<file path="config.mk">
export PLATFORM = sky130hd
export DESIGN_NAME = half_line_capture
export DESIGN_NICKNAME = d
export VERILOG_FILES = /design/src/source/edge_fetch_pkg.sv /design/src/source/half_line_capture.sv /design/src/source/sync_fifo.sv
export SDC_FILE = /design/constraint.sdc
export NUM_CORES = 2
export LEC_CHECK = 0
export BUFFER_PORTS_ARGS = -buffer_cell sky130_fd_sc_hd__buf_2
export CAP_MARGIN = 20
export CORE_AREA = 2 2 481 436
export DETAILED_ROUTE_END_ITERATION = 6
export DIE_AREA = 0 0 483 438
export HOLD_SLACK_MARGIN = 0.15
export PLACE_DENSITY = 0.67
export RECOVER_POWER = 25
export SYNTH_ARGS = -nofsm -noshare
export SYNTH_HDL_FRONTEND = slang
export SYNTH_SLANG_ARGS = --single-unit
</file>
<file path="constraint.sdc">
create_clock -name clock -period 46.3 [get_ports clock]
set_input_delay 2.315 -clock clock [delete_from_list [all_inputs] [get_ports clock]]
set_output_delay 2.315 -clock clock [all_outputs]
set_load 0.03 [all_outputs]
</file>
<file path="src/source/edge_fetch_pkg.sv">
/* Shared sizes, command codes and bus types of the edge data fetch unit.
   Every module of the unit imports this package. */

package edge_fetch_pkg;

	////////////////////////////////////////
	// sizes
	////////////////////////////////////////
	localparam int LINE_BITS        = 512;
	localparam int HALF_BITS        = 256;
	localparam int WORD_BITS        = 32;
	localparam int WORDS_PER_LINE   = 16;
	localparam int HALF_WORDS       = 8;
	localparam int MAX_OUTSTANDING  = 8;
	localparam int JOB_FIFO_DEPTH   = 4;
	localparam int SHARED_READ_BIT  = 31;
	localparam int OUTSTANDING_BITS = $clog2(MAX_OUTSTANDING + 1);

	// shared read or non-allocating read
	typedef enum logic [12:0] {
		READ_CL_S  = 13'h0A50,
		READ_CL_NA = 13'h0A00
	} cmd_code_e;

	////////////////////////////////////////
	// bus types
	////////////////////////////////////////
	typedef struct packed {
		logic [31:0] src;
		logic [31:0] dest;
	} edge_job_t;

	// offset is the word index inside the line
	typedef struct packed {
		logic [31:0] dest;
		logic [3:0]  offset;
	} read_tag_t;

	typedef struct packed {
		cmd_code_e   code;
		logic [63:0] address;
		logic [3:0]  size;
		read_tag_t   tag;
	} read_cmd_t;

	typedef struct packed {
		logic [HALF_BITS-1:0] data;
		read_tag_t            tag;
	} half_beat_t;

	typedef struct packed {
		logic [31:0] dest;
		logic [31:0] data;
	} edge_data_t;

	// filled by halves, read by words
	typedef union packed {
		logic [1:0][HALF_BITS-1:0]                 halves;
		logic [WORDS_PER_LINE-1:0][WORD_BITS-1:0] words;
	} cache_line_u;

endpackage

</file>
<file path="src/source/half_line_capture.sv">
/* Captures one memory response lane and restores the byte order of each word.
   The half line waits in a queue until the extractor takes it. */

module half_line_capture (
	input  logic                      clock,
	input  logic                      rstn,
	input  edge_fetch_pkg::half_beat_t beat,
	input  logic                      beat_valid,
	output edge_fetch_pkg::half_beat_t half,
	output logic                      half_valid,
	input  logic                      take
);

	import edge_fetch_pkg::*;

	half_beat_t swapped;
	logic       empty;

	// byte-reverse every word, tag passes through
	always_comb begin
		swapped = beat;
		for (int w = 0; w < HALF_WORDS; w++) begin
			for (int b = 0; b < WORD_BITS / 8; b++) begin
				swapped.data[w*WORD_BITS + b*8 +: 8] =
					beat.data[w*WORD_BITS + (WORD_BITS/8 - 1 - b)*8 +: 8];
			end
		end
	end

	// credits keep this from overflowing
	sync_fifo #(
		.WIDTH($bits(half_beat_t)),
		.DEPTH(MAX_OUTSTANDING)
	) lane_fifo_i (
		.clock      (clock),
		.rstn       (rstn),
		.push       (beat_valid),
		.data_in    (swapped),
		.pop        (take),
		.data_out   (half),
		.full       (),
		.almost_full(),
		.empty      (empty)
	);

	assign half_valid = !empty;

endmodule

</file>
<file path="src/source/sync_fifo.sv">
/* Synchronous first-word-fall-through FIFO.
   data_out shows the head entry whenever empty is low. */

module sync_fifo #(
	parameter int WIDTH = 32,
	parameter int DEPTH = 8
) (
	input  logic             clock,
	input  logic             rstn,
	input  logic             push,
	input  logic [WIDTH-1:0] data_in,
	input  logic             pop,
	output logic [WIDTH-1:0] data_out,
	output logic             full,
	output logic             almost_full,
	output logic             empty
);

	logic [WIDTH-1:0]           mem [DEPTH];
	logic [$clog2(DEPTH)-1:0]   wr_ptr;
	logic [$clog2(DEPTH)-1:0]   rd_ptr;
	logic [$clog2(DEPTH+1)-1:0] count;
	logic                       do_push;
	logic                       do_pop;

	assign do_pop  = pop && !empty;
	// a full buffer still takes a word when the head leaves
	assign do_push = push && (!full || do_pop);

	always_ff @(posedge clock or negedge rstn) begin
		if (!rstn) begin
			wr_ptr <= '0;
			rd_ptr <= '0;
			count  <= '0;
		end else begin
			if (do_push) begin
				wr_ptr <= (wr_ptr == DEPTH - 1) ? '0 : wr_ptr + 1'b1;
			end
			if (do_pop) begin
				rd_ptr <= (rd_ptr == DEPTH - 1) ? '0 : rd_ptr + 1'b1;
			end
			if (do_push && !do_pop) begin
				count <= count + 1'b1;
			end else if (do_pop && !do_push) begin
				count <= count - 1'b1;
			end
		end
	end

	// storage
	always_ff @(posedge clock) begin
		if (do_push) begin
			mem[wr_ptr] <= data_in;
		end
	end

	assign data_out    = mem[rd_ptr];
	assign empty       = (count == 0);
	assign full        = (count == DEPTH);
	assign almost_full = (count >= DEPTH - 1);

endmodule

</file>
==> metrics.csv <==
stage,metric,value,unit
timing,fin_ws,38.64,ns
yosys,synth_top_area_frac,0.794,
setup_path,path_common_cell,buf_4,
yosys,async_reset_ff_frac,0.00426,
power_and_ir_drop,vdd_drop_max,0.0741,mV
clocking,htree_levels,4,
yosys,avgSynthCellArea,25.7,um^2
clocking,cts_setup_buffers,0,
finish,fillCellCount,16300,
die,rows,159,
die,ios,589,
timing,finalHoldViolCount,0,
timing,holdWs,0.569,ns
setup_path,r2r_cells,6,
setup_path,path_cells,"buf_12, buf_4, buf_4, mux4_2, mux2_2, buf_2",
setup_path,slowest_stage,dfrtp_4,
grt,grt_pass1_vias,40400,
yosys,synthTopCellsByCount,"2336 x edfxtp_1, 584 x mux4_2, 297 x mux2_2",
timing,finalMaxSlewViolations,0,
setup_path,path_buf_inv,4,
yosys,synth_mux_area_frac,0.187,
clocking,cts_buffers,226,
setup_path,rrSetupSlack,41.79,ns
yosys,synthSimpleGateAreaFrac,0.00153,
clocking,cts_resized,0,
grt,grt_overflow_total,0,
detailed_routing,drtIter0Drc,2881,
yosys,synth-seq-area-share,0.797,
clocking,clock_latency,0.88,ns
yosys,synth_area_leaders,"edfxtp_1 79%, mux4_2 15%, mux2_2 3.8%",
setup_path,crit_family,buffers and inverters,
finish,finalNetCount,4455,
power_and_ir_drop,power_density,67.3,mW/mm^2
die,coreArea,0.207,mm^2
yosys,synth-adder-area-share,0.00122,
timing,worst_pin_slew,1.22,ns
yosys,synth_compound_area_frac,0.000977,
yosys,synth_top_family_by_area,multiplexers,
setup_path,required,43.98,ns
placement,place_hpwl,100,mm
placement,gp_congestion,0.726,
yosys,ys.flop_type,edfxtp_1,
die,die_w,483,um
yosys,ys_ff_latch,2346,
detailed_routing,firstDrtPassIters,5,
setup_path,critical_path_class,register to output pin,
timing,setup_violations,0,
timing,fin_setup_tns,0,ns
min_path,min_from,lane_fifo_i.count[2],
setup_path,start_kind,register,
power_and_ir_drop,finalPower,6.85,mW
clocking,path_clk_slew,0.06,ns
grt,gr-usage-all-layers,0.175,
timing,rsz0062_at_grt,false,
detailed_routing,routed_wl,187,mm
yosys,synth_edf_count,2336,
grt,antenna_found_initial,49,
power_and_ir_drop,leakage,32.0,nW
placement,dp_slack,39.26,ns
yosys,yosys.area.top_type,edfxtp_1,
setup_path,crit_path_max_incr_delay,0.94,ns
clocking,cts-root-buf,clkbuf_16,
timing,fin_crit,7.66,ns
setup_path,crit_start,lane_fifo_i.rd_ptr[0],
die,dieHeight,438,um
finish,final_layout_size_suffix_gt1_frac,0.388,
min_path,hp-class,register to register,
min_path,worstHoldPathCells,2,
placement,portBuffers,588,
timing,max_slew_margin,0.188,
setup_path,endpoint_kind,output pin,
yosys,syn_inst,3441,
timing,period_share,0.165,
timing,fin_skew,0.0656,ns
clocking,clock-sinks,2346,
die,die-area,0.212,mm^2
setup_path,arrival,5.34,ns
grt,grt_max_degree,143,
grt,grt_first_pass_wirelength,275,mm
yosys,synth_warnings,0,
clocking,cts_buffer_depth,3,
die,initial_core_util,0.427,
detailed_routing,wl_per_cell,26.3,um
finish,finish.utilization,0.492,
detailed_routing,viasPerCell,5.44,
yosys,synth_most_common_cell,edfxtp_1,
finish,areaGrowthSynthToFinish,15.2,%
detailed_routing,vias,38600,
setup_path,crit_cells,6,
setup_path,critPathMaxFanout,99,
yosys,syn-num-nets,3745,
flow_run,cap_viol_max_count,0,
yosys,synthDistinctLibCells,31,
setup_path,r2r-start,lane_fifo_i.count[0],
detailed_routing,drc,0,
clocking,cts_tree,done,
yosys,synth-xor-area-share,0.000198,
timing,fmax,131,MHz
clocking,cts_hold_buf,0,
yosys,synth_area,0.0884,mm^2
status,outcome,"finished, final reports clean",
detailed_routing,ant_nets,0,
sequential cells by signal, indices dropped and copies added (netlist names):
register,cells
lane_fifo_i.rd_ptr,3
lane_fifo_i.count,4
lane_fifo_i.wr_ptr,3
lane_fifo_i.mem,2336
layout make-up:
cell class                      count  area, um^2  share of cell area
Multi-Input combinational cell    929       16900               0.166
Timing Repair Buffer              646        3320              0.0326
Clock inverter                    157        1840              0.0180
Antenna cell                       14        35.0            0.000344
Clock buffer                      268        5830              0.0573
Inverter                            2        7.51           0.0000738
Sequential cell                  2346       70400               0.692
Tap cell                         2737        3420              0.0337
final timing paths:
path                                           end
setup / recovery                         half[115]
hold / removal                lane_fifo_i.count[2]
setup reg to reg           lane_fifo_i.mem[1][156]
hold reg to reg               lane_fifo_i.count[2]
max in group asynchronous    lane_fifo_i.rd_ptr[2]
min in group asynchronous    lane_fifo_i.rd_ptr[0]
where the power goes:
group / total (mW) / switching (mW) / internal, mW
sequential: 2.76 / 0.0879 / 2.67
clock: 1.87 / 0.795 / 1.08
combinational: 2.23 / 1.35 / 0.874
metal layers:
layer | part of all wire | vias up | GRT usage | wire [um]
met2 | 0.51 | 1009 | 0.296 | 96100
met1 | 0.40 | 20900 | 0.228 | 75500
met4 | 0.028 | 22 | 0.0561 | 5230
met3 | 0.053 | 316 | 0.0372 | 9890
li1 | - | 16300 | - | -
met5 | 0.00076 | - | 0 | 142
worst min-delay path, cell delays in order (launching register included):
cell     delay (ns)
dfrtp_1        0.40
nand2_1        0.06
o21ai_0        0.07
through the flow:
stage	std cells	area [um^2]
finish	7099	102000
global route	7097	102000
CTS	7085	102000
detailed placement	6660	94300
global placement	6660	94300
floorplan	3441	88400
cell usage in the layout, fill, tap and decap left out, types with 15 or more instances in the layout:
cell,count
clkinv_2,47
buf_12,15
buf_4,43
clkbuf_1,237
edfxtp_1,2336
clkbuf_16,227
clkinv_1,42
bufinv_16,30
mux4_2,584
mux2_2,297
buf_2,392
logic make-up after synthesis:
kind of cell | after synthesis
flip-flops | 2346
multiplexers | 882
buffers and inverters | 166
AND/OR/NAND/NOR | 26
AO/OA/AOI/OAI | 11
adder cells (fa/ha/maj) | 8
XOR/XNOR | 2
No activity file was read; power rests on OpenSTA's default activity.
