## src/source/edge_fetch_pkg.sv

```systemverilog
/* Shared sizes, command codes and bus types of the edge data fetch unit.
   Every module of the unit imports this package. */

package edge_fetch_pkg;

	////////////////////////////////////////
	// sizes
	////////////////////////////////////////
	localparam int LINE_BITS        = 512;
	localparam int HALF_BITS        = 256;
	localparam int WORD_BITS        = 32;
	localparam int WORDS_PER_LINE   = 16;
	localparam int HALF_WORDS       = 8;
	localparam int MAX_OUTSTANDING  = 8;
	localparam int JOB_FIFO_DEPTH   = 4;
	localparam int SHARED_READ_BIT  = 31;
	localparam int OUTSTANDING_BITS = $clog2(MAX_OUTSTANDING + 1);

	// shared read or non-allocating read
	typedef enum logic [12:0] {
		READ_CL_S  = 13'h0A50,
		READ_CL_NA = 13'h0A00
	} cmd_code_e;

	////////////////////////////////////////
	// bus types
	////////////////////////////////////////
	typedef struct packed {
		logic [31:0] src;
		logic [31:0] dest;
	} edge_job_t;

	// offset is the word index inside the line
	typedef struct packed {
		logic [31:0] dest;
		logic [3:0]  offset;
	} read_tag_t;

	typedef struct packed {
		cmd_code_e   code;
		logic [63:0] address;
		logic [3:0]  size;
		read_tag_t   tag;
	} read_cmd_t;

	typedef struct packed {
		logic [HALF_BITS-1:0] data;
		read_tag_t            tag;
	} half_beat_t;

	typedef struct packed {
		logic [31:0] dest;
		logic [31:0] data;
	} edge_data_t;

	// filled by halves, read by words
	typedef union packed {
		logic [1:0][HALF_BITS-1:0]                 halves;
		logic [WORDS_PER_LINE-1:0][WORD_BITS-1:0] words;
	} cache_line_u;

endpackage

```

## src/source/line_word_extractor.sv

```systemverilog
/* Joins the two half lines of a response, picks the requested word by offset
   and queues it with its dest as edge data. */

module line_word_extractor (
	input  logic                      clock,
	input  logic                      rstn,
	input  edge_fetch_pkg::half_beat_t half_lo,
	input  edge_fetch_pkg::half_beat_t half_hi,
	input  logic                      lo_valid,
	input  logic                      hi_valid,
	output logic                      take,
	output edge_fetch_pkg::edge_data_t edge_data,
	output logic                      edge_data_valid,
	input  logic                      edge_data_ready,
	output logic                      delivered
);

	import edge_fetch_pkg::*;

	cache_line_u line_q;
	read_tag_t   tag_q;
	logic        line_valid;
	edge_data_t  word_out;
	logic        out_empty;

	////////////////////////////////////////
	// line join
	////////////////////////////////////////
	// both lanes in command order, so heads belong together
	assign take = lo_valid && hi_valid;

	always_ff @(posedge clock or negedge rstn) begin
		if (!rstn) begin
			line_valid <= 1'b0;
		end else begin
			line_valid <= take;
		end
	end

	always_ff @(posedge clock) begin
		if (take) begin
			line_q.halves[0] <= half_lo.data;
			line_q.halves[1] <= half_hi.data;
			tag_q            <= half_lo.tag;
		end
	end

	////////////////////////////////////////
	// word select
	////////////////////////////////////////
	always_comb begin
		word_out.dest = tag_q.dest;
		word_out.data = line_q.words[tag_q.offset];
	end

	// never overflows, outstanding reads bounded by depth
	sync_fifo #(
		.WIDTH($bits(edge_data_t)),
		.DEPTH(MAX_OUTSTANDING)
	) out_fifo_i (
		.clock      (clock),
		.rstn       (rstn),
		.push       (line_valid),
		.data_in    (word_out),
		.pop        (delivered),
		.data_out   (edge_data),
		.full       (),
		.almost_full(),
		.empty      (out_empty)
	);

	assign edge_data_valid = !out_empty;

	// one credit back per transfer
	assign delivered = edge_data_valid && edge_data_ready;

endmodule

```

## src/source/sync_fifo.sv

```systemverilog
/* Synchronous first-word-fall-through FIFO.
   data_out shows the head entry whenever empty is low. */

module sync_fifo #(
	parameter int WIDTH = 32,
	parameter int DEPTH = 8
) (
	input  logic             clock,
	input  logic             rstn,
	input  logic             push,
	input  logic [WIDTH-1:0] data_in,
	input  logic             pop,
	output logic [WIDTH-1:0] data_out,
	output logic             full,
	output logic             almost_full,
	output logic             empty
);

	logic [WIDTH-1:0]           mem [DEPTH];
	logic [$clog2(DEPTH)-1:0]   wr_ptr;
	logic [$clog2(DEPTH)-1:0]   rd_ptr;
	logic [$clog2(DEPTH+1)-1:0] count;
	logic                       do_push;
	logic                       do_pop;

	assign do_pop  = pop && !empty;
	// a full buffer still takes a word when the head leaves
	assign do_push = push && (!full || do_pop);

	always_ff @(posedge clock or negedge rstn) begin
		if (!rstn) begin
			wr_ptr <= '0;
			rd_ptr <= '0;
			count  <= '0;
		end else begin
			if (do_push) begin
				wr_ptr <= (wr_ptr == DEPTH - 1) ? '0 : wr_ptr + 1'b1;
			end
			if (do_pop) begin
				rd_ptr <= (rd_ptr == DEPTH - 1) ? '0 : rd_ptr + 1'b1;
			end
			if (do_push && !do_pop) begin
				count <= count + 1'b1;
			end else if (do_pop && !do_push) begin
				count <= count - 1'b1;
			end
		end
	end

	// storage
	always_ff @(posedge clock) begin
		if (do_push) begin
			mem[wr_ptr] <= data_in;
		end
	end

	assign data_out    = mem[rd_ptr];
	assign empty       = (count == 0);
	assign full        = (count == DEPTH);
	assign almost_full = (count >= DEPTH - 1);

endmodule

```

## config.mk

```make
export PLATFORM = sky130hd
export DESIGN_NAME = line_word_extractor
export DESIGN_NICKNAME = d
export VERILOG_FILES = /design/src/source/edge_fetch_pkg.sv /design/src/source/line_word_extractor.sv /design/src/source/sync_fifo.sv
export SDC_FILE = /design/constraint.sdc
export NUM_CORES = 1
export LEC_CHECK = 0
export BUFFER_PORTS_ARGS = -buffer_cell sky130_fd_sc_hd__buf_4
export CORE_MARGIN = 4
export CORE_UTILIZATION = 30
export DETAILED_ROUTE_END_ITERATION = 10
export SLEW_MARGIN = 10
export SYNTH_ARGS = -nofsm -noshare
export SYNTH_HDL_FRONTEND = slang
export SYNTH_SLANG_ARGS = --single-unit
```

## constraint.sdc

```tcl
create_clock -name clock -period 23.7 [get_ports clock]
set_input_delay 2.37 -clock clock [delete_from_list [all_inputs] [get_ports clock]]
set_output_delay 2.37 -clock clock [all_outputs]
set_load 0.02 [all_outputs]
```

==> results of run 1 <==
[worst max path at each step]
stage                                          start             endpoint  slack [ps]  cells past startpoint
detailed placement                          lo_valid  tag_q[18]$_DFFE_PP_       16660                      6
floorplan                                   hi_valid                 take        6520                      1
global route        out_fifo_i.rd_ptr[0]$_DFFE_PN0P_        edge_data[15]       16800                      5
finish              out_fifo_i.rd_ptr[0]$_DFFE_PN0P_        edge_data[15]       17240                      5
CTS                 out_fifo_i.rd_ptr[0]$_DFFE_PN0P_        edge_data[13]       16930                      5
global placement                            lo_valid  tag_q[18]$_DFFE_PP_       16890                      6
[metal layers]
metal  routed length (um)  up-vias  global-route usage, %
li1                     -     8424                      -
met1                40900    10200                   17.8
met2                54900      714                   25.8
met3                 7920      165                   4.72
met4                 2610       12                   5.41
met5                   89        -                      0
[cell usage after synthesis (all sizes together) (6+ instances only)]
cell type     n  area share (%)
nor3          6           0.075
mux4        256              14
clkbuf       42            0.39
a22oi        64             1.2
ha            7            0.22
edfxtp     1060              80
nand2        45            0.42
buf          38            0.64
mux2         67             1.9
nor2          7           0.066
dfrtp        11            0.69
[report_power, final]
| group | total [mW] | internal (mW) | switching (mW) |
|---|---|---|---|
| combinational | 1.07 | 0.517 | 0.558 |
| sequential | 2.33 | 2.25 | 0.0780 |
| clock | 1.81 | 1.07 | 0.742 |
| total | 5.21 | 3.84 | 1.38 |
[flip-flops by register name, indices dropped and copies added, names as in the netlist]
name	cells
line_valid	1
out_fifo_i.wr_ptr	3
out_fifo_i.mem	512
tag_q	36
line_q	512
out_fifo_i.count	4
out_fifo_i.rd_ptr	3
[cell families (layout without fill, tap and decap cells)]
| group | count (synthesis) | after routing | synth area share, % |
|---|---|---|---|
| multiplexers | 324 | 324 | 16.3 |
| XOR/XNOR | 2 | 2 | 0.0438 |
| AND/OR/NAND/NOR | 68 | 68 | 0.722 |
| buffers and inverters | 83 | 872 | 1.06 |
| AO/OA/AOI/OAI | 73 | 73 | 1.34 |
| adder cells (fa/ha/maj) | 8 | 8 | 0.269 |
| other | 0 | 19 | 0 |
| flip-flops | 1071 | 1071 | 80.2 |
[critical path, stage by stage, from the launching register on]
cell	delay [ps]
dfrtp_4	700
buf_4	690
buf_4	810
mux4_2	600
mux2_2	290
buf_4	200
[through the flow]
step / instance area [um^2] / hold WS [ps] / setup slack (ps) / total power [mW]
floorplan: 40000 / 488 / 6520 / 3.05
global placement: 46800 / 536 / 16890 / 3.46
detailed placement: 46800 / 561 / 16660 / 3.48
CTS: 50600 / 576 / 16930 / 5.31
global route: 50700 / 596 / 16800 / 5.45
finish: 50700 / 578 / 17240 / 5.21
[layout make-up]
class                      count  area [um^2]
inverter                       3         11.3
sequential                  1071        32100
multi-input combinational    475         7560
clock inverter                83          906
tap                         1755         2200
antenna                       19         47.5
fill                       11800        81300
timing repair buffer         652         4890
clock buffer                 134         2950
==> results.ini, run 1 <==
[setup_path]
path_max_fanout = 45
ff2ff_setup_slack_ps = 19470
cp-start-kind = flop
reg2reg_from = tag_q[0]$_DFFE_PP_
crit_type = flop to primary output
crit_required_ps = 21330
worstPathArrival_ps = 4090
ff2ff_path_depth = 5
r2r_end = out_fifo_i.mem[5][31]$_DFFE_PP_
cp-end-kind = primary output

[final_layout]
mostFrequentLayoutCells = edfxtp_1, buf_4, mux4_2
final_common_cell = edfxtp_1
synthToLayoutAreaGrowth_pct = 26.7
drive_gt1_share_pct = 48.1
num-nets-final = 2914
final_cell_count_no_fill = 4192
utilization_pct = 38.4

[synth]
synth-seq-cells = 1071
synth_cells = 1629
async_flop_share_pct = 1.03
synth-edff-count = 1060
synth-warning-count = 0
synthesis.area_um2 = 40000
seq_area_frac_synth_pct = 80.2
ys_types = 30
synth-main-ff-cell = edfxtp_1
syn_area_per_cell_um2 = 24.6
synth.net_count = 2226

[global_routing]
grt-ovfl-total = 0
grt_pass1_vias = 21500
grt_max_degree = 90
antenna_found_initial = 28
grtUsageTotal_pct = 15.0
grt_pass1_wl_mm = 151

[clock_network]
cts_tree = built
clkTransAtPathRegs_ps = 60
cts_made_buffers = 114
ctsHtreeMaxLevel = 3
clockRootBuffer = clkbuf_16
clock_sinks = 1071
cts_resized = 0
cts_setup_buffers = 0
hold_buffers = 0
clk_path_buf_depth = 3
clk_latency_ps = 730

[min_path]
hold_start = out_fifo_i.wr_ptr[0]$_DFFE_PN0P_
worstHoldPathType = flop to flop
min_to = out_fifo_i.wr_ptr[0]$_DFFE_PN0P_
min_path_cells = 2

[route]
viasPerCell = 4.65
wire_per_inst_um = 25.4
first_iter_violations = 1361
drt_first_pass_iters = 7
ant_nets = 0
vias = 19500
drc = 0
wl_mm = 106

[placed_design]
gp_congestion = 0.805
place_hpwl_mm = 70.4
io_buffers = 619
dp.cells = 3956

[sta]
fin_setup_tns_ps = 0
rsz0062_at_grt = false
report.final.hold_viol_count = 0
finalSetupViolations = 0
drv_slew = 0
clock_skew_ps = 51.5
fin_crit_ps = 6460
relSlewSlack_pct = 23.7
fmax_mhz = 155
post-route-period-util_pct = 27.2
tightestPinTransition_ps = 1140

[floorplanning]
die-area_um2 = 139000
initial_core_util_pct = 30.3
ioPinCount = 656
die_w_um = 373
die_h_um = 373
fp-row-count = 133
core_um2 = 132000

[job]
cap_violations = 0

[pwr]
p_leak_nw = 17.3
power.density_nw_per_um2 = 103
irDropWorstVdd_uv = 57.9

[outcome]
outcome = completed

(Power assumes the default switching activity.)
==> inputs of run 2 (changes only) <==
- ABC_AREA: unset -> 1
- clock period: 23.7 -> 5.2 ns (I/O delays scaled with it)
==> run 2 against run 1 <==
Clock-buffer cell count up 9. First-iteration DRC count up 92%. Routed wire length up 30%. Critical endpoint is now edge_data[25]. Largest cell class unchanged.
==> results.ini, run 2 <==
[setup_path]
crit_type = flop to primary output
cp-end-kind = primary output
ff2ff_setup_slack_ps = 2070
startpoint = out_fifo_i.rd_ptr[0]$_DFFE_PN0P_
ff2ff_path_depth = 9
reg2reg_from = tag_q[0]$_DFFE_PP_
cp-start-kind = flop
worstPathArrival_ps = 3200
path_max_fanout = 160
crit_required_ps = 4680
r2r_end = out_fifo_i.mem[0][3]$_DFFE_PP_

[placed_design]
pre_cts_ws_ps = 2100
io_buffers = 619
gp_congestion = 0.817
place_hpwl_mm = 82.2

[floorplanning]
fp-row-count = 139
ioPinCount = 656
initial_core_util_pct = 30.2
core_um2 = 143000
die_h_um = 388
die-area_um2 = 150000
die_w_um = 388

[synth]
synth_cells = 3625
synth-warning-count = 0
synthTopCellsByCount = edfxtp_1, nand2_1, inv_1
yosysMostFrequentCell = edfxtp_1
synth_mux_area_share_pct = 0
syn_area_per_cell_um2 = 11.9
synth_top_area_cell = edfxtp_1
synth_top_area_share_pct = 73.5
synth-edff-count = 1060
synthAdderAreaFrac_pct = 0.249
ys_types = 25
synth.net_count = 4222
synth_top_family_by_area = simple AND/OR/NAND/NOR gates
synth-seq-cells = 1071
synthTopCellsByArea = edfxtp_1, nand2_1, nand3_1, inv_1, nor2_1
synthesis.area_um2 = 43300
synth_xor_area_share_pct = 0.0607
synthSimpleGateAreaFrac_pct = 14.5
async_flop_share_pct = 1.03
seq_area_frac_synth_pct = 74.2
synth_compound_area_share_pct = 4.89
synth-main-ff-cell = edfxtp_1

[sta]
setup_ws_ps = 1480
report.final.hold_viol_count = 0
relSlewSlack_pct = 33.4
fin_setup_tns_ps = 0
rsz0062_at_grt = false
fin_crit_ps = 3720
finalSetupViolations = 0
tightestPinTransition_ps = 1000
clock_skew_ps = 32.7
fmax_mhz = 269
post-route-period-util_pct = 71.5
drv_slew = 0

[route]
first_iter_violations = 2617
wire_per_inst_um = 20.3
ant_nets = 0
wl_mm = 138
drt_first_pass_iters = 5
drc = 0
viasPerCell = 4.65
vias = 31500

[clock_network]
hold_buffers = 549
ctsHtreeMaxLevel = 3
clk_path_buf_depth = 3
cts_setup_buffers = 0
cts_tree = built
clockRootBuffer = clkbuf_16
clk_latency_ps = 730
cts_resized = 0
clock_sinks = 1071
clkTransAtPathRegs_ps = 60
cts_made_buffers = 115

[global_routing]
grt_pass1_wl_mm = 202
grt_pass1_vias = 31800
grt-ovfl-total = 0
antenna_found_initial = 20
grtUsageTotal_pct = 17.8
use_met2_pct = 29.7
grt_max_degree = 161
top_usage_layer = met2
met3_usage_pct = 3.34
gr-usage-met1_pct = 23.2

[pwr]
power_frac_seq_pct = 42.3
switching_share_pct = 31.8
p_leak_nw = 23.5
p_sw_mw = 7.93
power.density_nw_per_um2 = 422
irDropWorstVdd_uv = 374
p_comb_share_pct = 26.2
p_clk_share_pct = 31.6
p_int_mw = 17.0

[outcome]
outcome = completed

[final_layout]
fillers = 13000
synthToLayoutAreaGrowth_pct = 36.4
mostFrequentLayoutCells = edfxtp_1, nand2_1, buf_4
drive_gt1_share_pct = 17.5
num-nets-final = 5360
final_common_cell = edfxtp_1

[min_path]
worstHoldPathType = input port to async pin

[job]
cap_violations = 0

## run 2: cell types whose count changed after synthesis, sizes merged, moves of 67 or more
cell	change
o22ai	+128
nand2	+845
inv	+397
mux2	-67
o21ai	+259
nand3	+387
mux4	-256
buf	+91
nor2	+262
## run 2: cell families after synthesis
logic type                 Yosys count
adders and majority gates            8
and+or+nand+nor                   1548
xor gates and xnor gates             3
AOI/OAI and AO/OA                  391
buffers and inverters              604
DFF                               1071
## run 2: critical path: stages, from the launching register on
cell     delay [ps]
dfrtp_4         690
buf_12          460
o21ai_0         210
o22ai_1         200
nand2_1          60
nand2_1         380
buf_4           230
## run 2: routing by layer
layer / vias to the layer above / wire, um
li1: 14700 / -
met1: 15200 / 57400
met2: 1350 / 66300
met3: 247 / 9780
met4: 0 / 4410
met5: - / 0
## run 2: worst max-delay path by stage
stage	endpoint	slack, ps	cells after the start
3_3_place_gp	out_fifo_i.mem[3][17]$_DFFE_PP_	2160	8
4_1_cts	edge_data[13]	1450	7
2_1_floorplan	line_q[0]$_DFFE_PP_	-4100	2
6_report	edge_data[25]	1480	6
5_1_grt	edge_data[33]	1310	7
3_5_place_dp	out_fifo_i.mem[3][17]$_DFFE_PP_	2100	8
## run 2: stage by stage
| step | util, % | instances | instance area [um^2] | total power [mW] | hold slack [ps] |
|---|---|---|---|---|---|
| final | 41.2 | 6786 | 59100 | 24.9 | 182 |
| after detailed placement | 34.8 | 6000 | 49900 | 16.9 | 374 |
| after floorplan | - | 3625 | 43300 | 14.5 | 224 |
| after global routing | 41.1 | 6776 | 59000 | 26.1 | 138 |
| after CTS | 41.1 | 6764 | 59000 | 25.1 | 79.9 |
| after global placement | 34.8 | 6000 | 49900 | 16.8 | 378 |
## run 2: area by class of cell
cell class	instances	area [um^2]	area share, %
sequential	1071	32100	54.4
timing repair buffer	1224	10700	18.2
multi-input combinational	1950	8630	14.6
clock buffer	143	3050	5.16
tap	1903	2380	4.03
inverter	401	1530	2.60
clock inverter	72	559	0.947
antenna	22	55.1	0.0932
## run 2: power by group through the flow
stage / clock (mW) / sequential, mW / combinational (mW)
6_report: 7.86 / 10.5 / 6.52
5_1_grt: 8.40 / 10.6 / 7.18
4_1_cts: 8.01 / 10.5 / 6.59
3_5_place_dp: 0 / 10.7 / 6.23
3_3_place_gp: 0 / 10.7 / 6.16
2_1_floorplan: 0 / 10.6 / 3.83
